--- src/rtl/mci_pkg.sv ---
/*
  Shared types for the boot sequencer. The state encoding is 4 bits and
  BOOT_UNKNOWN is reserved for a corrupt state register.
*/

package mci_pkg;

  //////////////////////////////////////////////////
  // Boot sequencer states
  //////////////////////////////////////////////////
  typedef enum logic [3:0] {
    BOOT_IDLE             = 4'h0,
    BOOT_OTP_FC           = 4'h1,
    BOOT_LCC              = 4'h2,
    BOOT_BREAKPOINT_CHECK = 4'h3,
    BOOT_BREAKPOINT       = 4'h4,
    BOOT_MCU              = 4'h5,
    BOOT_WAIT_CPTRA_GO    = 4'h6,
    BOOT_CPTRA            = 4'h7,
    BOOT_WAIT_MCU_RST_REQ = 4'h8,
    BOOT_HALT_MCU         = 4'h9,
    BOOT_WAIT_MCU_HALTED  = 4'ha,
    BOOT_RST_MCU          = 4'hb,
    // Only reached from an unused encoding
    BOOT_UNKNOWN          = 4'hf
  } mci_boot_fsm_state_e;

  //////////////////////////////////////////////////
  // Sizing defaults
  //////////////////////////////////////////////////

  // MCU stays in reset for at least 2**width cycles
  localparam int MIN_MCU_RST_COUNTER_WIDTH_DEF = 4;

endpackage

--- src/rtl/mci_sync_if.sv ---
/*
  Synchronised status levels from the fuse, life-cycle and SoC domains.
  Levels only, there is no handshake on this bundle.
*/

`timescale 1ns/1ps

interface mci_sync_if;

  logic fc_opt_done;
  logic lc_done;
  logic brkpoint;
  logic no_rom_config;

  // Synchroniser bank side
  modport src (
    output fc_opt_done, lc_done, brkpoint, no_rom_config
  );

  // Sequencer side
  modport dst (
    input fc_opt_done, lc_done, brkpoint, no_rom_config
  );

endinterface

--- src/rtl/mci_sync_bank.sv ---
/*
  Two-flop synchronisers for the asynchronous status levels.
  Each input shows up on the interface two clk edges after it changes.
  Inputs must be glitch-free levels held for more than one cycle.
*/

`timescale 1ns/1ps

module mci_sync_bank (
  input  logic   clk,
  input  logic   mci_rst_b,
  input  logic   fc_opt_done_i,
  input  logic   lc_done_i,
  input  logic   brkpoint_i,
  input  logic   no_rom_config_i,
  mci_sync_if.src sync
);

  logic [3:0] async_in;
  logic [3:0] meta_q;
  logic [3:0] sync_q;

  // Bit order is fixed by the unpacking below
  assign async_in = {no_rom_config_i, brkpoint_i, lc_done_i, fc_opt_done_i};

  //////////////////////////////////////////////////
  // Two-stage flop chains
  //////////////////////////////////////////////////
  always_ff @(posedge clk or negedge mci_rst_b) begin
    if (!mci_rst_b) begin
      meta_q <= '0;
      sync_q <= '0;
    end else begin
      meta_q <= async_in;
      sync_q <= meta_q;
    end
  end

  assign sync.fc_opt_done   = sync_q[0];
  assign sync.lc_done       = sync_q[1];
  assign sync.brkpoint      = sync_q[2];
  assign sync.no_rom_config = sync_q[3];

endmodule

--- src/rtl/mci_rst_timer.sv ---
/*
  Minimum MCU reset timer. start_i clears the count and elapsed_o.
  elapsed_o rises one cycle after the count saturates at all ones and
  holds until the next start_i.
*/

`timescale 1ns/1ps

module mci_rst_timer #(
  parameter int MIN_MCU_RST_COUNTER_WIDTH = mci_pkg::MIN_MCU_RST_COUNTER_WIDTH_DEF
) (
  input  logic clk,
  input  logic mci_rst_b,
  input  logic start_i,
  output logic elapsed_o
);

  typedef logic [MIN_MCU_RST_COUNTER_WIDTH-1:0] rst_cnt_t;

  rst_cnt_t rst_cnt_q;

  //////////////////////////////////////////////////
  // Saturating counter
  //////////////////////////////////////////////////
  always_ff @(posedge clk or negedge mci_rst_b) begin
    if (!mci_rst_b) begin
      rst_cnt_q <= '0;
      elapsed_o <= 1'b0;
    end else if (start_i) begin
      rst_cnt_q <= '0;
      elapsed_o <= 1'b0;
    end else if (rst_cnt_q != '1) begin
      rst_cnt_q <= rst_cnt_q + 1'b1;
    end else begin
      // Count is saturated, flag stays set until restarted
      elapsed_o <= 1'b1;
    end
  end

  //////////////////////////////////////////////////
  // Assertions
  //////////////////////////////////////////////////

  // A zero-width counter would give no minimum reset time at all
  initial begin
    assert (MIN_MCU_RST_COUNTER_WIDTH > 0)
      else $fatal(1, "MIN_MCU_RST_COUNTER_WIDTH must be greater than zero");
  end

endmodule

--- src/rtl/mci_halt_ctrl.sv ---
/*
  MCU halt exchange. start_i raises the request, which drops after the
  acknowledge. done_o pulses one cycle after the halt status is seen.
  A start_i that arrives mid-exchange is ignored.
*/

`timescale 1ns/1ps

module mci_halt_ctrl (
  input  logic clk,
  input  logic mci_rst_b,
  input  logic start_i,
  input  logic mcu_cpu_halt_ack_i,
  input  logic mcu_cpu_halt_status_i,
  output logic mcu_cpu_halt_req_o,
  output logic done_o
);

  typedef enum logic [1:0] {
    HALT_IDLE,
    HALT_REQ,
    HALT_WAIT_STATUS
  } halt_state_e;

  halt_state_e halt_state;

  always_ff @(posedge clk or negedge mci_rst_b) begin
    if (!mci_rst_b) begin
      halt_state         <= HALT_IDLE;
      mcu_cpu_halt_req_o <= 1'b0;
      done_o             <= 1'b0;
    end else begin
      done_o <= 1'b0;
      case (halt_state)
        HALT_IDLE: begin
          if (start_i) begin
            halt_state         <= HALT_REQ;
            mcu_cpu_halt_req_o <= 1'b1;
          end
        end
        HALT_REQ: begin
          // Request held until the MCU acknowledges it
          if (mcu_cpu_halt_ack_i) begin
            halt_state         <= HALT_WAIT_STATUS;
            mcu_cpu_halt_req_o <= 1'b0;
          end
        end
        HALT_WAIT_STATUS: begin
          if (mcu_cpu_halt_status_i) begin
            halt_state <= HALT_IDLE;
            done_o     <= 1'b1;
          end
        end
        default: begin
          halt_state         <= HALT_IDLE;
          mcu_cpu_halt_req_o <= 1'b0;
        end
      endcase
    end
  end

  //////////////////////////////////////////////////
  // Assertions
  //////////////////////////////////////////////////
  assert property (@(posedge clk) disable iff (!mci_rst_b)
    !(done_o && mcu_cpu_halt_req_o))
    else $error("halt done reported while halt request still high");

endmodule

--- src/rtl/mci_boot_seqr.sv ---
/*
  Boot sequencer FSM. Go strobes and the MCU reset request are one-cycle
  pulses and only count in their waiting state. Reset and init outputs
  are registered and follow the state by one cycle.
*/

`timescale 1ns/1ps

module mci_boot_seqr (
  input  logic                         clk,
  input  logic                         mci_rst_b,
  mci_sync_if.dst                      sync,
  input  logic                         mci_bootfsm_go_i,
  input  logic                         caliptra_boot_go_i,
  input  logic                         mcu_rst_req_i,
  input  logic                         mcu_sram_fw_exec_region_lock_i,
  input  logic                         timer_elapsed_i,
  input  logic                         halt_done_i,
  output logic                         timer_start_o,
  output logic                         halt_start_o,
  output logic                         fc_opt_init_o,
  output logic                         lc_init_o,
  output logic                         mcu_rst_b_o,
  output logic                         cptra_rst_b_o,
  output logic                         mcu_reset_once_o,
  output mci_pkg::mci_boot_fsm_state_e boot_fsm_o
);

  mci_pkg::mci_boot_fsm_state_e boot_fsm_nxt;
  mci_pkg::mci_boot_fsm_state_e boot_fsm_prev;

  logic fc_opt_init_nxt;
  logic lc_init_nxt;
  logic mcu_rst_b_nxt;
  logic cptra_rst_b_nxt;
  logic mcu_reset_once_nxt;

  //////////////////////////////////////////////////
  // State and output registers
  //////////////////////////////////////////////////
  always_ff @(posedge clk or negedge mci_rst_b) begin
    if (!mci_rst_b) begin
      boot_fsm_o       <= mci_pkg::BOOT_IDLE;
      boot_fsm_prev    <= mci_pkg::BOOT_IDLE;
      fc_opt_init_o    <= 1'b0;
      lc_init_o        <= 1'b0;
      mcu_rst_b_o      <= 1'b0;
      cptra_rst_b_o    <= 1'b0;
      mcu_reset_once_o <= 1'b0;
    end else begin
      boot_fsm_o <= boot_fsm_nxt;
      // Track the state we came from on every real transition
      if (boot_fsm_nxt != boot_fsm_o) begin
        boot_fsm_prev <= boot_fsm_o;
      end
      fc_opt_init_o    <= fc_opt_init_nxt;
      lc_init_o        <= lc_init_nxt;
      mcu_rst_b_o      <= mcu_rst_b_nxt;
      cptra_rst_b_o    <= cptra_rst_b_nxt;
      mcu_reset_once_o <= mcu_reset_once_nxt;
    end
  end

  //////////////////////////////////////////////////
  // Next state
  //////////////////////////////////////////////////
  always_comb begin
    boot_fsm_nxt       = boot_fsm_o;
    fc_opt_init_nxt    = fc_opt_init_o;
    lc_init_nxt        = lc_init_o;
    mcu_rst_b_nxt      = mcu_rst_b_o;
    cptra_rst_b_nxt    = cptra_rst_b_o;
    mcu_reset_once_nxt = mcu_reset_once_o;
    case (boot_fsm_o)
      mci_pkg::BOOT_IDLE: begin
        boot_fsm_nxt = mci_pkg::BOOT_OTP_FC;
      end
      mci_pkg::BOOT_OTP_FC: begin
        fc_opt_init_nxt = 1'b1;
        if (sync.fc_opt_done) begin
          boot_fsm_nxt = mci_pkg::BOOT_LCC;
        end
      end
      mci_pkg::BOOT_LCC: begin
        lc_init_nxt = 1'b1;
        if (sync.lc_done) begin
          boot_fsm_nxt = mci_pkg::BOOT_BREAKPOINT_CHECK;
        end
      end
      mci_pkg::BOOT_BREAKPOINT_CHECK: begin
        if (sync.brkpoint) begin
          boot_fsm_nxt = mci_pkg::BOOT_BREAKPOINT;
        end else if (sync.no_rom_config) begin
          boot_fsm_nxt = mci_pkg::BOOT_WAIT_CPTRA_GO;
        end else begin
          boot_fsm_nxt = mci_pkg::BOOT_MCU;
        end
      end
      mci_pkg::BOOT_BREAKPOINT: begin
        // Debugger releases the sequence with the go strobe
        if (mci_bootfsm_go_i) begin
          if (sync.no_rom_config) begin
            boot_fsm_nxt = mci_pkg::BOOT_WAIT_CPTRA_GO;
          end else begin
            boot_fsm_nxt = mci_pkg::BOOT_MCU;
          end
        end
      end
      mci_pkg::BOOT_MCU: begin
        mcu_rst_b_nxt = 1'b1;
        // After a reset-request cycle the security core is already running
        if (boot_fsm_prev == mci_pkg::BOOT_RST_MCU) begin
          boot_fsm_nxt = mci_pkg::BOOT_WAIT_MCU_RST_REQ;
        end else begin
          boot_fsm_nxt = mci_pkg::BOOT_WAIT_CPTRA_GO;
        end
      end
      mci_pkg::BOOT_WAIT_CPTRA_GO: begin
        if (caliptra_boot_go_i) begin
          boot_fsm_nxt = mci_pkg::BOOT_CPTRA;
        end
      end
      mci_pkg::BOOT_CPTRA: begin
        cptra_rst_b_nxt = 1'b1;
        boot_fsm_nxt    = mci_pkg::BOOT_WAIT_MCU_RST_REQ;
      end
      mci_pkg::BOOT_WAIT_MCU_RST_REQ: begin
        if (mcu_rst_req_i) begin
          boot_fsm_nxt = mci_pkg::BOOT_HALT_MCU;
        end
      end
      mci_pkg::BOOT_HALT_MCU: begin
        if (halt_done_i) begin
          boot_fsm_nxt = mci_pkg::BOOT_WAIT_MCU_HALTED;
        end
      end
      mci_pkg::BOOT_WAIT_MCU_HALTED: begin
        boot_fsm_nxt = mci_pkg::BOOT_RST_MCU;
      end
      mci_pkg::BOOT_RST_MCU: begin
        mcu_rst_b_nxt      = 1'b0;
        mcu_reset_once_nxt = 1'b1;
        // Min reset time done and new firmware locked in SRAM
        if (timer_elapsed_i && mcu_sram_fw_exec_region_lock_i) begin
          boot_fsm_nxt = mci_pkg::BOOT_MCU;
        end
      end
      default: begin
        boot_fsm_nxt = mci_pkg::BOOT_UNKNOWN;
      end
    endcase
  end

  // Start pulses line up with the edge that enters the target state
  assign timer_start_o = (boot_fsm_nxt == mci_pkg::BOOT_RST_MCU) &&
                         (boot_fsm_o != mci_pkg::BOOT_RST_MCU);
  assign halt_start_o  = (boot_fsm_nxt == mci_pkg::BOOT_HALT_MCU) &&
                         (boot_fsm_o != mci_pkg::BOOT_HALT_MCU);

  //////////////////////////////////////////////////
  // Assertions
  //////////////////////////////////////////////////
  assert property (@(posedge clk) disable iff (!mci_rst_b)
    !$isunknown(boot_fsm_o) && (boot_fsm_o != mci_pkg::BOOT_UNKNOWN))
    else $error("boot FSM in an invalid state");

endmodule

--- src/rtl/mci_boot_top.sv ---
/*
  Boot sequencing top level. Fuse, life-cycle, breakpoint and no-ROM
  inputs may be asynchronous. Go strobes, the reset request and the
  region lock must be synchronous to clk.
*/

`timescale 1ns/1ps

module mci_boot_top #(
  parameter int MIN_MCU_RST_COUNTER_WIDTH = mci_pkg::MIN_MCU_RST_COUNTER_WIDTH_DEF
) (
  input  logic                         clk,
  input  logic                         mci_rst_b,
  // Asynchronous status levels
  input  logic                         fc_opt_done_i,
  input  logic                         lc_done_i,
  input  logic                         mci_boot_seq_brkpoint_i,
  input  logic                         mcu_no_rom_config_i,
  // Synchronous strobes and levels
  input  logic                         mci_bootfsm_go_i,
  input  logic                         caliptra_boot_go_i,
  input  logic                         mcu_rst_req_i,
  input  logic                         mcu_sram_fw_exec_region_lock_i,
  // Init and reset controls
  output logic                         fc_opt_init_o,
  output logic                         lc_init_o,
  output logic                         mcu_rst_b_o,
  output logic                         cptra_rst_b_o,
  output logic                         mcu_reset_once_o,
  // MCU halt exchange
  output logic                         mcu_cpu_halt_req_o,
  input  logic                         mcu_cpu_halt_ack_i,
  input  logic                         mcu_cpu_halt_status_i,
  output mci_pkg::mci_boot_fsm_state_e boot_fsm_o
);

  logic timer_start;
  logic timer_elapsed;
  logic halt_start;
  logic halt_done;

  mci_sync_if sync_bus ();

  mci_sync_bank i_sync_bank (
    .clk             (clk),
    .mci_rst_b       (mci_rst_b),
    .fc_opt_done_i   (fc_opt_done_i),
    .lc_done_i       (lc_done_i),
    .brkpoint_i      (mci_boot_seq_brkpoint_i),
    .no_rom_config_i (mcu_no_rom_config_i),
    .sync            (sync_bus.src)
  );

  mci_rst_timer #(
    .MIN_MCU_RST_COUNTER_WIDTH (MIN_MCU_RST_COUNTER_WIDTH)
  ) i_rst_timer (
    .clk       (clk),
    .mci_rst_b (mci_rst_b),
    .start_i   (timer_start),
    .elapsed_o (timer_elapsed)
  );

  mci_halt_ctrl i_halt_ctrl (
    .clk                   (clk),
    .mci_rst_b             (mci_rst_b),
    .start_i               (halt_start),
    .mcu_cpu_halt_ack_i    (mcu_cpu_halt_ack_i),
    .mcu_cpu_halt_status_i (mcu_cpu_halt_status_i),
    .mcu_cpu_halt_req_o    (mcu_cpu_halt_req_o),
    .done_o                (halt_done)
  );

  mci_boot_seqr i_boot_seqr (
    .clk                            (clk),
    .mci_rst_b                      (mci_rst_b),
    .sync                           (sync_bus.dst),
    .mci_bootfsm_go_i               (mci_bootfsm_go_i),
    .caliptra_boot_go_i             (caliptra_boot_go_i),
    .mcu_rst_req_i                  (mcu_rst_req_i),
    .mcu_sram_fw_exec_region_lock_i (mcu_sram_fw_exec_region_lock_i),
    .timer_elapsed_i                (timer_elapsed),
    .halt_done_i                    (halt_done),
    .timer_start_o                  (timer_start),
    .halt_start_o                   (halt_start),
    .fc_opt_init_o                  (fc_opt_init_o),
    .lc_init_o                      (lc_init_o),
    .mcu_rst_b_o                    (mcu_rst_b_o),
    .cptra_rst_b_o                  (cptra_rst_b_o),
    .mcu_reset_once_o               (mcu_reset_once_o),
    .boot_fsm_o                     (boot_fsm_o)
  );

endmodule

--- config.mk ---
export PLATFORM = sky130hd
export DESIGN_NAME = mci_boot_top
export DESIGN_NICKNAME = d
export VERILOG_FILES = /design/src/rtl/mci_pkg.sv /design/src/rtl/mci_sync_if.sv /design/src/rtl/mci_sync_bank.sv /design/src/rtl/mci_rst_timer.sv /design/src/rtl/mci_halt_ctrl.sv /design/src/rtl/mci_boot_seqr.sv /design/src/rtl/mci_boot_top.sv
export SDC_FILE = /design/constraint.sdc
export NUM_CORES = 1
export LEC_CHECK = 0
export ABC_AREA = 1
export BUFFER_PORTS_ARGS = -buffer_cell sky130_fd_sc_hd__buf_2
export CAP_MARGIN = 0
export CELL_PAD_IN_SITES_DETAIL_PLACEMENT = 0
export CELL_PAD_IN_SITES_GLOBAL_PLACEMENT = 1
export CORE_MARGIN = 8
export CORE_UTILIZATION = 30
export DETAILED_ROUTE_END_ITERATION = 10
export GPL_ROUTABILITY_DRIVEN = 0
export PLACE_DENSITY = 0.68
export SLEW_MARGIN = 20
export SYNTH_ARGS = -nofsm -noshare
export SYNTH_HDL_FRONTEND = slang
export SYNTH_SLANG_ARGS = --single-unit
--- constraint.sdc ---
create_clock -name clk -period 1.3 [get_ports clk]
set_input_delay 0.195 -clock clk [delete_from_list [all_inputs] [get_ports clk]]
set_output_delay 0.195 -clock clk [all_outputs]
set_load 0.05 [all_outputs]
==> results by group, run 1 <==
Worst setup path
  • CP Cell Sequence: nand2_4, nor2_2, nand2_1, nand2_1, nor2_2, nand3_2, nand2_4, nand2_4, nand2_2, nand2_1
  • Worst path max stage delay: 0.56 ns
  • Crit-path max FO: 5
  • Slowest-stage cell, CP: dfrtp_4
  • CP arrival: 1.72 ns
  • Data required, critical path: 1.48 ns
  • CP endpoint kind: flop
  • Crit Path Category: flop to flop
  • CP Launch Type: flop

Detailed routing
  • Starting DRC count in detailed routing: 34
  • Total wire length: 3.39 mm
  • Drt first pass iters: 4
  • Final ANT Viol Nets: 0
  • Top Layer Used: met4
  • Met1 WL: 1.56 mm
  • Drt wl/cell: 11.8 µm
  • Met3 WL post-DR: 165 µm
  • # DRC: 0
  • Via density: 4.42
  • Vias: 1273
  • Metal2 WL: 1.58 mm

Global route
  • GRT overflow: 0
  • Initial antenna violation count: 0
  • Largest net degree at the start of global routing: 18
  • Vias in the first global route: 1366
  • Gr usage total: 0.105
  • First-pass GRT wire length: 5.92 mm

STA
  • Unrepaired setup endpoints after global routing: true
  • Hold Fails Final Rpt: 0
  • Final clock skew: 0.00381 ns
  • Final setup vio count: 13
  • Max-slew violation count: 0
  • Period minus WS final: 1.54 ns
  • Final worst-path cycle share: 1.19
  • F_max: 649 MHz
  • Final WS setup: -0.241 ns
  • Tightest Pin Transition: 0.360 ns
  • Rel. slew slack: 0.760
  • Sum of negative setup slack: -1.64 ns

Power and ir drop
  • Pleak: 1.12 nW
  • Total Power: 1.97 mW
  • Pwr dens: 882 mW/mm²
  • Peak VDD IR: 0.547 mV

Placed design
  • # port buffers: 21
  • Dpl hpwl: 2.49 mm
  • Post-DP Area: 0.00185 mm²
  • Setup WS pre-CTS: -0.179 ns

Status
  • Status: finished with violations
  • Failing checks: setup timing

Cells and area
  • Fill cells: 459
  • Multi-input gate area: 726 µm²
  • Commonest non-fill, non-tap cell in the layout: nand2_1
  • Layout cell share with drive strength beyond 1: 0.500
  • Diodes inserted: 0
  • Reg area: 758 µm²
  • Most frequent cells in the layout: nand2_1, buf_4, dfrtp_1
  • Fin area: 0.00224 mm²
  • Synth-to-Final Area Change: 56.2%
  • # nets final: 247

Clocking
  • CTS max path bufs: 2
  • Clock transition at path regs: 0.06 ns
  • Htree depth: 2
  • Clk Latency, worst-skew pair: 0.28 ns
  • Clk root buf: clkbuf_8
  • Num CTS Buffers: 5
  • CTS tree: done
  • TritonCTS Sinks: 30

Die
  • IO Pins: 22
  • Die Span Y: 85.1 µm
  • Core Area: 0.00466 mm²
  • Placement Rows: 25
  • DIE AREA: 0.00724 mm²
  • Die width: 85.1 µm
  • Initial cell density of the core: 0.307

Synthesis
  • YS warnings: 0
  • Post-synthesis register bit count: 30
  • Cell Area, Synth: 0.00143 mm²
  • Sequential-to-total area share from yosys stat: 0.524
  • Syn avg cell area: 8.57 µm²
  • Cell variety after synth: 26
  • Post-synthesis cell count: 167
  • Syn_nets: 180

Run
  • Max cap viols: 0

Min path
  • Hold crit path type: input pin to flop
-- synthesized netlist by cell type --
library cell,count,area [µm²]
buf_6,1,11.3
nand3_2,1,10.0
nor2_2,5,31.3
o21ai_1,2,10.0
a21o_1,1,7.51
o21bai_1,1,7.51
nor2_1,18,67.6
o2111ai_1,1,8.76
a221oi_1,1,8.76
nand4_1,1,6.26
nor2_4,2,22.5
dfrtp_1,30,751
o21ai_0,6,30.0
or2_2,1,6.26
ha_1,1,12.5
nand2_4,3,33.8
xor2_1,1,8.76
nand2_1,39,146
nand2_2,7,43.8
a21oi_1,2,10.0
nand3_1,22,110
inv_2,4,15.0
nand3b_1,1,7.51
clkinv_1,1,3.75
xnor2_1,1,8.76
inv_1,14,52.6
-- critical path: cells and delay by family, from the launching register on --
kind          cells  cell delay [ns]
simple gates     10             0.87
flops             1             0.56
-- kinds of logic (layout without fill, tap and decap cells) --
logic type | count (synthesis) | after routing | share of synthesized area
AOI/OAI and AO/OA | 14 | 14 | 0.0577
xor gates and xnor gates | 2 | 2 | 0.0122
adders and majority gates | 1 | 1 | 0.00874
buffers and inverters | 20 | 87 | 0.0577
DFF | 30 | 30 | 0.524
and+or+nand+nor | 100 | 100 | 0.339
-- stage by stage --
| stage | hold WS, ns | std cells | util |
|---|---|---|---|
| floorplan | -0.101 | 167 | - |
| global placement | 0.129 | 268 | 0.396 |
| detailed placement | 0.131 | 268 | 0.396 |
| CTS | 0.000336 | 281 | 0.445 |
| global route | 0.125 | 288 | 0.480 |
| finish | 0.105 | 288 | 0.480 |
-- per-layer routing --
| layer | vias up | track usage |
|---|---|---|
| met4 | 0 | 0.0663 |
| met5 | - | 0 |
| met2 | 19 | 0.173 |
| li1 | 668 | - |
| met1 | 578 | 0.111 |
| met3 | 8 | 0.0386 |
-- power by group --
part	switching, mW	internal [mW]	leakage (nW)
registers	0.00503	0.946	0.353
logic	0.0339	0.0330	0.712
clock network	0.342	0.612	0.0573
total	0.381	1.59	1.12
-- registers in the layout (all words and copies together), names as in the netlist --
| register | flops |
|---|---|
| i_boot_seqr.boot_fsm_o | 4 |
| i_boot_seqr.boot_fsm_prev | 4 |
| i_rst_timer.rst_cnt_q | 4 |
| i_sync_bank.meta_q | 4 |
| i_sync_bank.sync_q | 4 |
| i_halt_ctrl.halt_state | 2 |
| i_boot_seqr.cptra_rst_b_o | 1 |
| i_boot_seqr.fc_opt_init_o | 1 |
| i_boot_seqr.lc_init_o | 1 |
| i_boot_seqr.mcu_reset_once_o | 1 |
| i_boot_seqr.mcu_rst_b_o | 1 |
| i_halt_ctrl.done_o | 1 |
| i_halt_ctrl.mcu_cpu_halt_req_o | 1 |
| i_rst_timer.elapsed_o | 1 |
-- final timing paths --
check	startpoint	end	slack [ns]	cells after the start
min reg2reg	i_sync_bank.meta_q[1]$_DFF_PN0_	i_sync_bank.sync_q[1]$_DFF_PN0_	0.35	0
max	i_boot_seqr.boot_fsm_o[1]$_DFF_PN0_	i_boot_seqr.boot_fsm_prev[0]$_DFFE_PN0P_	-0.24	10
min in group asynchronous	mci_rst_b	i_boot_seqr.boot_fsm_o[1]$_DFF_PN0_	0.35	2
max reg2reg	i_boot_seqr.boot_fsm_o[1]$_DFF_PN0_	i_boot_seqr.boot_fsm_prev[0]$_DFFE_PN0P_	-0.24	10
min	mcu_cpu_halt_status_i	i_halt_ctrl.halt_state[1]$_DFFE_PN0P_	0.11	2
max in group asynchronous	mci_rst_b	i_sync_bank.meta_q[1]$_DFF_PN0_	0.54	3
-- final cells by class --
cell class	count	area share
clock buffer	6	0.0369
clock inverter	1	0.0134
inverter	19	0.0386
multi-input combinational	117	0.325
sequential	30	0.339
tap	54	0.0302
timing repair buffer	61	0.217
-- repair_timing --
item	CTS	global route
resized for setup	18	36
hold endpoints to repair	15	2
hold buffers	3	2
pin swaps	4	16
endpoints found under the setup margin	10	16
buffers inserted	3	7
No activity file was read; power rests on OpenSTA's default activity.
==> run 2, diff against run 1 <==
Settings changed: CORE_UTILIZATION 30 to 37, PLACE_DENSITY 0.68 to 0.79.
==> run 2 against run 1 <==
Net effect: the run still ends with setup timing left; die area shrank 16%; sequential power about the same; cell count shrank 6.6%; register-to-register slack barely moved; wire length shrank 0.41%; worst setup slack got worse by 0.0089 ns; via count is 0.24% lower; global-route usage up 0.98 points; clock power fell by 19%; core utilization rose by 8.8 points; design area fell by 6.3%; critical path type unchanged; critical endpoint unchanged; highest routed layer unchanged.
==> results by group, run 2 (synthesized netlist as in run 1, its figures left out) <==
STA
  • Period minus WS final: 1.55 ns (+0.00885 ns)
  • Final worst-path cycle share: 1.19 (+0.00681)
  • Unrepaired setup endpoints after global routing: true
  • Hold Fails Final Rpt: 0 (unchanged)
  • Sum of negative setup slack: -1.13 ns (+0.504 ns)
  • Final clock skew: 0.00529 ns (+0.00148 ns)
  • Rel. slew slack: 0.809 (+0.0491)
  • Final setup vio count: 9 (-4)
  • F_max: 645 MHz (-0.57%)
  • Tightest Pin Transition: 0.287 ns (-0.0737 ns)
  • Max-slew violation count: 0 (unchanged)
  • Final WS setup: -0.250 ns (-0.00885 ns)
  • Hold slack: 0.0125 ns (-0.0927 ns)

Worst setup path
  • CP endpoint kind: flop
  • Worst path max stage delay: 0.48 ns (-0.08 ns)
  • CP arrival: 1.72 ns (about the same)
  • R2r endpoint: i_boot_seqr.boot_fsm_prev[0]$_DFFE_PN0P_
  • Worst r2r path cells: 12 (+2)
  • Worst Path Buf+Inv: 1 (+1)
  • CP Launch Type: flop
  • Crit Path Category: flop to flop
  • CP Cell Sequence: inv_4, nand2_1, nor2_4, nand2_2, nand2_2, nor2_4, nand2_2, nand2_2, nand2_4, nand2_4, nand2_1, nand2_1
  • Data required, critical path: 1.47 ns (about the same)
  • Flop2flop setup slack: -0.25 ns (about the same)
  • CP dominant cell by count: nand2_2
  • Crit-path max FO: 5 (unchanged)
  • Slowest-stage cell, CP: dfrtp_2
  • CP top delay family: simple AND/OR/NAND/NOR gates
  • Reg-to-reg startpoint: i_boot_seqr.boot_fsm_o[3]$_DFF_PN0_

Cells and area
  • Layout cell share with drive strength beyond 1: 0.462 (-0.0385)
  • Most frequent cells in the layout: nand2_1, dfrtp_1, buf_4
  • Fin area: 0.00209 mm² (-6.3%)
  • Synth-to-Final Area Change: 46.3%
  • # nets final: 233 (-5.7%)
  • Diodes inserted: 0 (unchanged)
  • Commonest non-fill, non-tap cell in the layout: nand2_1

Global route
  • Initial antenna violation count: 0 (unchanged)
  • First-pass GRT wire length: 5.61 mm (-5.3%)
  • Largest net degree at the start of global routing: 31 (+13)
  • Gr usage total: 0.115 (+0.00976)
  • GRT overflow: 0 (unchanged)
  • Vias in the first global route: 1300 (-4.8%)

Min path
  • Cell depth of the worst hold path: 1 (-1)
  • Hold crit path type: input pin to flop
  • Hold wc startpoint: mci_boot_seq_brkpoint_i
  • Hold Path Sink: i_sync_bank.meta_q[2]$_DFF_PN0_

Status
  • Failing checks: setup timing
  • Status: finished with violations

Die
  • Die width: 78.2 µm (-8.1%)
  • DIE AREA: 0.00611 mm² (-16%)
  • Die Span Y: 78.2 µm (-8.1%)
  • Core Area: 0.00369 mm² (-21%)
  • Placement Rows: 22 (-12%)
  • IO Pins: 22 (unchanged)
  • Initial cell density of the core: 0.388 (+0.0809)

Clocking
  • Htree depth: 2 (unchanged)
  • CTS max path bufs: 2 (unchanged)
  • CTS tree: done
  • TritonCTS Sinks: 30 (unchanged)
  • Clock transition at path regs: 0.07 ns (about the same)
  • Clk root buf: clkbuf_8
  • Num CTS Buffers: 5 (unchanged)
  • Clk Latency, worst-skew pair: 0.29 ns (about the same)

Power and ir drop
  • Total Power: 1.78 mW (-9.7%)
  • Combinational fraction of design power: 0.032 (-0.002)
  • Pwr dens: 850 mW/mm² (-3.6%)
  • Net Sw Power: 385 µW (+0.96%)
  • Pleak: 1.04 nW (-7.2%)
  • Pint: 1.40 mW (-12%)
  • Clock share of power: 0.434 (-0.050)
  • Peak VDD IR: 0.586 mV (+7.1%)
  • Switching power share of the total: 0.216 (+0.0228)
  • Reg power frac: 0.534 (+0.052)

Placed design
  • Dpl hpwl: 2.41 mm (-3.3%)
  • # port buffers: 21 (unchanged)
  • Post-DP Area: 0.00178 mm² (-3.7%)

Detailed routing
  • Total wire length: 3.37 mm (-0.41%)
  • Vias: 1270 (-0.24%)
  • Drt wl/cell: 12.5 µm (+6.6%)
  • Via density: 4.72 (+6.8%)
  • Drt first pass iters: 4 (unchanged)
  • Final ANT Viol Nets: 0 (unchanged)
  • Starting DRC count in detailed routing: 59 (+74%)
  • # DRC: 0 (unchanged)

Run
  • Max cap viols: 0 (unchanged)
[run 2: cell count changes in the layout (fill, tap and decap cells not counted), sizes merged]
cell         before  now
buf              56   46
dlygate4sd3       5    1
bufinv            1    0
clkbuf            6    7
clkinv            1    2
[run 2: what timing repair did]
action | CTS | global route
hold endpoints to repair | 30 | 0
gates cloned | 0 | 0
gates resized for setup | 22 | 27
hold buffers | 1 | 0
setup endpoints to repair | 11 | 16
buffers inserted | 4 | 6
pin swaps | 10 | 14
[run 2: per-layer routing]
layer | GRT usage | part of all wire | vias to the layer above
met5 | 0 | 0 | -
met1 | 0.137 | 0.44 | 595
met2 | 0.177 | 0.50 | 31
li1 | - | - | 639
met3 | 0.0421 | 0.047 | 5
met4 | 0.0574 | 0.014 | 0
[run 2: how the worst max path moves through the flow]
stage,start,end,slack [ns],cells past startpoint
6_report,i_boot_seqr.boot_fsm_o[3]$_DFF_PN0_,i_boot_seqr.boot_fsm_prev[0]$_DFFE_PN0P_,-0.25,12
5_1_grt,i_boot_seqr.boot_fsm_o[3]$_DFF_PN0_,i_boot_seqr.boot_fsm_prev[3]$_DFFE_PN0P_,-0.34,12
4_1_cts,i_boot_seqr.boot_fsm_o[2]$_DFF_PN0_,i_boot_seqr.boot_fsm_prev[2]$_DFFE_PN0P_,-0.21,10
3_5_place_dp,i_boot_seqr.boot_fsm_o[1]$_DFF_PN0_,i_boot_seqr.boot_fsm_prev[2]$_DFFE_PN0P_,-0.23,10
3_3_place_gp,i_boot_seqr.boot_fsm_o[1]$_DFF_PN0_,i_boot_seqr.boot_fsm_prev[0]$_DFFE_PN0P_,-0.20,10
2_1_floorplan,i_boot_seqr.boot_fsm_o[0]$_DFF_PN0_,i_boot_seqr.boot_fsm_prev[2]$_DFFE_PN0P_,-0.23,12
[run 2: cell type report]
class	instances	area, µm²
inverter	19	86.3
timing repair buffer	47	374
sequential	30	758
clock buffer	7	86.3
fill	330	1590
clock inverter	1	5.00
tap	48	60.1
multi-input combinational	117	724
[run 2: power groups by stage]
| stage | logic, mW | registers [mW] | clock network (mW) |
|---|---|---|---|
| after floorplan | 0.00891 | 0.967 | 0 |
| after global placement | 0.0532 | 0.968 | 0 |
| after detailed placement | 0.0548 | 0.969 | 0 |
| after CTS | 0.0580 | 0.952 | 0.794 |
| after global routing | 0.0661 | 0.953 | 0.832 |
| final | 0.0565 | 0.952 | 0.773 |
[run 2: metrics by stage]
stage / util / worst slack (ns) / instances
floorplan: - / -0.226 / 167
global placement: 0.482 / -0.202 / 254
detailed placement: 0.482 / -0.226 / 254
CTS: 0.537 / -0.211 / 266
global route: 0.568 / -0.339 / 269
finish: 0.568 / -0.250 / 269
==> run 3, diff against run 2 <==
Settings changed: GPL_TIMING_DRIVEN set to 0.
==> run 3 against run 2 <==
Net effect: the run still ends with setup timing left; register-to-register slack got worse by 0.04 ns; power rose by 21%; maximum frequency fell by 2.3%; cell count fell by 5.6%; global-route usage fell by 0.64 points; sequential cell count did not move; design area fell by 5.6%; clock power rose by 49%; non-clock buffer count fell by 15.
==> results by group, run 3 (synthesized netlist as in run 1, its figures left out) <==
Status
  • Status: finished with violations
  • Failing checks: setup timing

STA
  • F_max: 631 MHz (-2.3%)
  • Final WS setup: -0.286 ns (-0.0358 ns)
  • Rel. slew slack: 0.573 (-0.236)
  • Final setup vio count: 6 (-3)
  • Tightest Pin Transition: 0.640 ns (+0.354 ns)
  • Final worst-path cycle share: 1.22 (+0.0276)
  • Max-slew violation count: 0 (unchanged)
  • Period minus WS final: 1.59 ns (+0.0358 ns)
  • Final clock skew: 0.00236 ns (-0.00292 ns)
  • Unrepaired setup endpoints after global routing: true
  • Hold Fails Final Rpt: 0 (unchanged)

Cells and area
  • Commonest non-fill, non-tap cell in the layout: nand2_1
  • Fin area: 0.00198 mm² (-5.6%)
  • Fill cells: 355 (+7.6%)
  • Reg area: 758 µm² (unchanged)
  • Multi-input gate area: 716 µm² (-1.2%)
  • Most frequent cells in the layout: nand2_1, dfrtp_1, buf_2
  • # nets final: 218 (-6.4%)
  • Final core occ: 0.536 (-0.0319)
  • Layout cell share with drive strength beyond 1: 0.432 (-0.0295)
  • Diodes inserted: 0 (unchanged)
  • Synth-to-Final Area Change: 38.1%

Worst setup path
  • Worst path max stage delay: 0.56 ns (+0.08 ns)
  • CP Launch Type: flop
  • Slowest-stage cell, CP: dfrtp_4
  • CP endpoint kind: flop
  • R2r endpoint: i_boot_seqr.boot_fsm_prev[1]$_DFFE_PN0P_
  • Reg-to-reg startpoint: i_boot_seqr.boot_fsm_o[1]$_DFF_PN0_
  • CP Cell Sequence: inv_8, nand2_4, nor2_4, nand2_2, nand2_2, nor2_4, nand2_2, nand2_2, nand2_4, nand2_4, nand2_1, nand2_1
  • Worst Path Buf+Inv: 1 (unchanged)
  • Data required, critical path: 1.47 ns (about the same)
  • Crit-path max FO: 8 (+3)
  • Crit Path Category: flop to flop
  • CP dominant cell by count: nand2_2
  • Worst r2r path cells: 12 (unchanged)
  • Flop2flop setup slack: -0.29 ns (-0.04 ns)
  • CP top delay family: simple AND/OR/NAND/NOR gates
  • CP arrival: 1.75 ns (+0.03 ns)

Min path
  • Hold crit path type: input pin to flop
  • Hold Path Sink: i_sync_bank.meta_q[2]$_DFF_PN0_
  • Cell depth of the worst hold path: 1 (unchanged)
  • Hold wc startpoint: mci_boot_seq_brkpoint_i

Power and ir drop
  • Total Power: 2.15 mW (+21%)
  • Peak VDD IR: 0.591 mV (+0.80%)
  • Pleak: 0.963 nW (-7.5%)
  • Pwr dens: 1090 mW/mm² (+28%)

Die
  • Placement Rows: 22 (unchanged)
  • DIE AREA: 0.00611 mm² (unchanged)
  • Die Span Y: 78.2 µm (unchanged)
  • Core Area: 0.00369 mm² (unchanged)
  • Die width: 78.2 µm (unchanged)
  • Initial cell density of the core: 0.388 (unchanged)
  • IO Pins: 22 (unchanged)

Clocking
  • Clock transition at path regs: 0.06 ns (about the same)
  • Num CTS Buffers: 5 (unchanged)
  • Clk Latency, worst-skew pair: 0.27 ns (-0.02 ns)
  • CTS tree: done
  • Clk root buf: clkbuf_8
  • CTS max path bufs: 2 (unchanged)
  • TritonCTS Sinks: 30 (unchanged)
  • Htree depth: 2 (unchanged)

Placed design
  • Dpl hpwl: 2.25 mm (-6.7%)
  • Setup WS pre-CTS: -0.251 ns (-0.0254 ns)
  • # port buffers: 21 (unchanged)
  • Post-DP Area: 0.00163 mm² (-8.1%)

Global route
  • First-pass GRT wire length: 5.44 mm (-3.1%)
  • Largest net degree at the start of global routing: 31 (unchanged)
  • Vias in the first global route: 1273 (-2.1%)
  • Gr usage total: 0.108 (-0.00645)
  • Initial antenna violation count: 0 (unchanged)
  • GRT overflow: 0 (unchanged)

Detailed routing
  • Final ANT Viol Nets: 0 (unchanged)
  • Drt first pass iters: 4 (unchanged)
  • Starting DRC count in detailed routing: 60 (+1.7%)
  • # DRC: 0 (unchanged)
  • Drt wl/cell: 12.7 µm (+1.6%)
  • Total wire length: 3.24 mm (-4.0%)
  • Vias: 1233 (-2.9%)
  • Via density: 4.85 (+2.8%)

Run
  • Max cap viols: 0 (unchanged)
==> run 3: cell types whose count changed in the layout (fill, tap and decap cells not counted), moves of 2 or more <==
cell	previous run	this run
nor2_1	12	10
buf_8	3	1
nand2_2	12	14
buf_6	7	3
nor2_2	3	5
buf_4	18	8
buf_2	17	19
bufinv_16	0	2
==> run 3: worst max path at each step <==
stage,startpoint,end,slack [ns],cells past startpoint
floorplan,i_boot_seqr.boot_fsm_o[0]$_DFF_PN0_,i_boot_seqr.boot_fsm_prev[2]$_DFFE_PN0P_,-0.23,12
CTS,i_boot_seqr.boot_fsm_o[1]$_DFF_PN0_,i_boot_seqr.boot_fsm_prev[3]$_DFFE_PN0P_,-0.20,10
global route,i_boot_seqr.boot_fsm_o[1]$_DFF_PN0_,i_boot_seqr.boot_fsm_prev[1]$_DFFE_PN0P_,-0.36,12
detailed placement,i_boot_seqr.boot_fsm_o[1]$_DFF_PN0_,i_boot_seqr.boot_fsm_prev[3]$_DFFE_PN0P_,-0.25,12
finish,i_boot_seqr.boot_fsm_o[1]$_DFF_PN0_,i_boot_seqr.boot_fsm_prev[1]$_DFFE_PN0P_,-0.29,12
global placement,i_boot_seqr.boot_fsm_o[1]$_DFF_PN0_,i_boot_seqr.boot_fsm_prev[1]$_DFFE_PN0P_,-0.22,12
==> run 3: timing repair <==
item	in CTS	in global routing
gates resized for setup	17	19
endpoints found under the hold margin	30	0
endpoints found under the setup margin	5	9
pin swaps	6	10
hold buffers	1	0
buffers inserted	4	5
==> run 3: through the flow <==
| stage | setup TNS (ns) | hold slack (ns) | instances |
|---|---|---|---|
| 6_report | -1.27 | 0.0205 | 254 |
| 4_1_cts | -0.831 | 0.0125 | 249 |
| 2_1_floorplan | -0.893 | -0.101 | 167 |
| 3_5_place_dp | -0.972 | 0.260 | 236 |
| 3_3_place_gp | -0.854 | 0.251 | 236 |
| 5_1_grt | -1.85 | 0.00739 | 254 |
==> run 3: area by class of cell <==
class                      instances  area share
sequential                        30       0.384
multi-input combinational        117       0.362
timing repair buffer              31       0.101
inverter                          19      0.0437
clock buffer                       6      0.0418
clock inverter                     2      0.0304
tap                               48      0.0304
buffer                             1     0.00759
==> run 3: power by group <==
part / leakage, nW / internal (mW) / total [mW] / switching [mW]
combinational: 0.539 / 0.0175 / 0.0469 / 0.0295
clock: 0.0714 / 0.817 / 1.15 / 0.338
sequential: 0.353 / 0.946 / 0.952 / 0.00531
==> run 3: routing by layer <==
layer | up-vias | share of wire | track usage
li1 | 607 | - | -
met1 | 590 | 0.42 | 0.124
met2 | 33 | 0.50 | 0.179
met3 | 3 | 0.074 | 0.0456
met4 | 0 | 0.0053 | 0.0333
met5 | - | 0 | 0
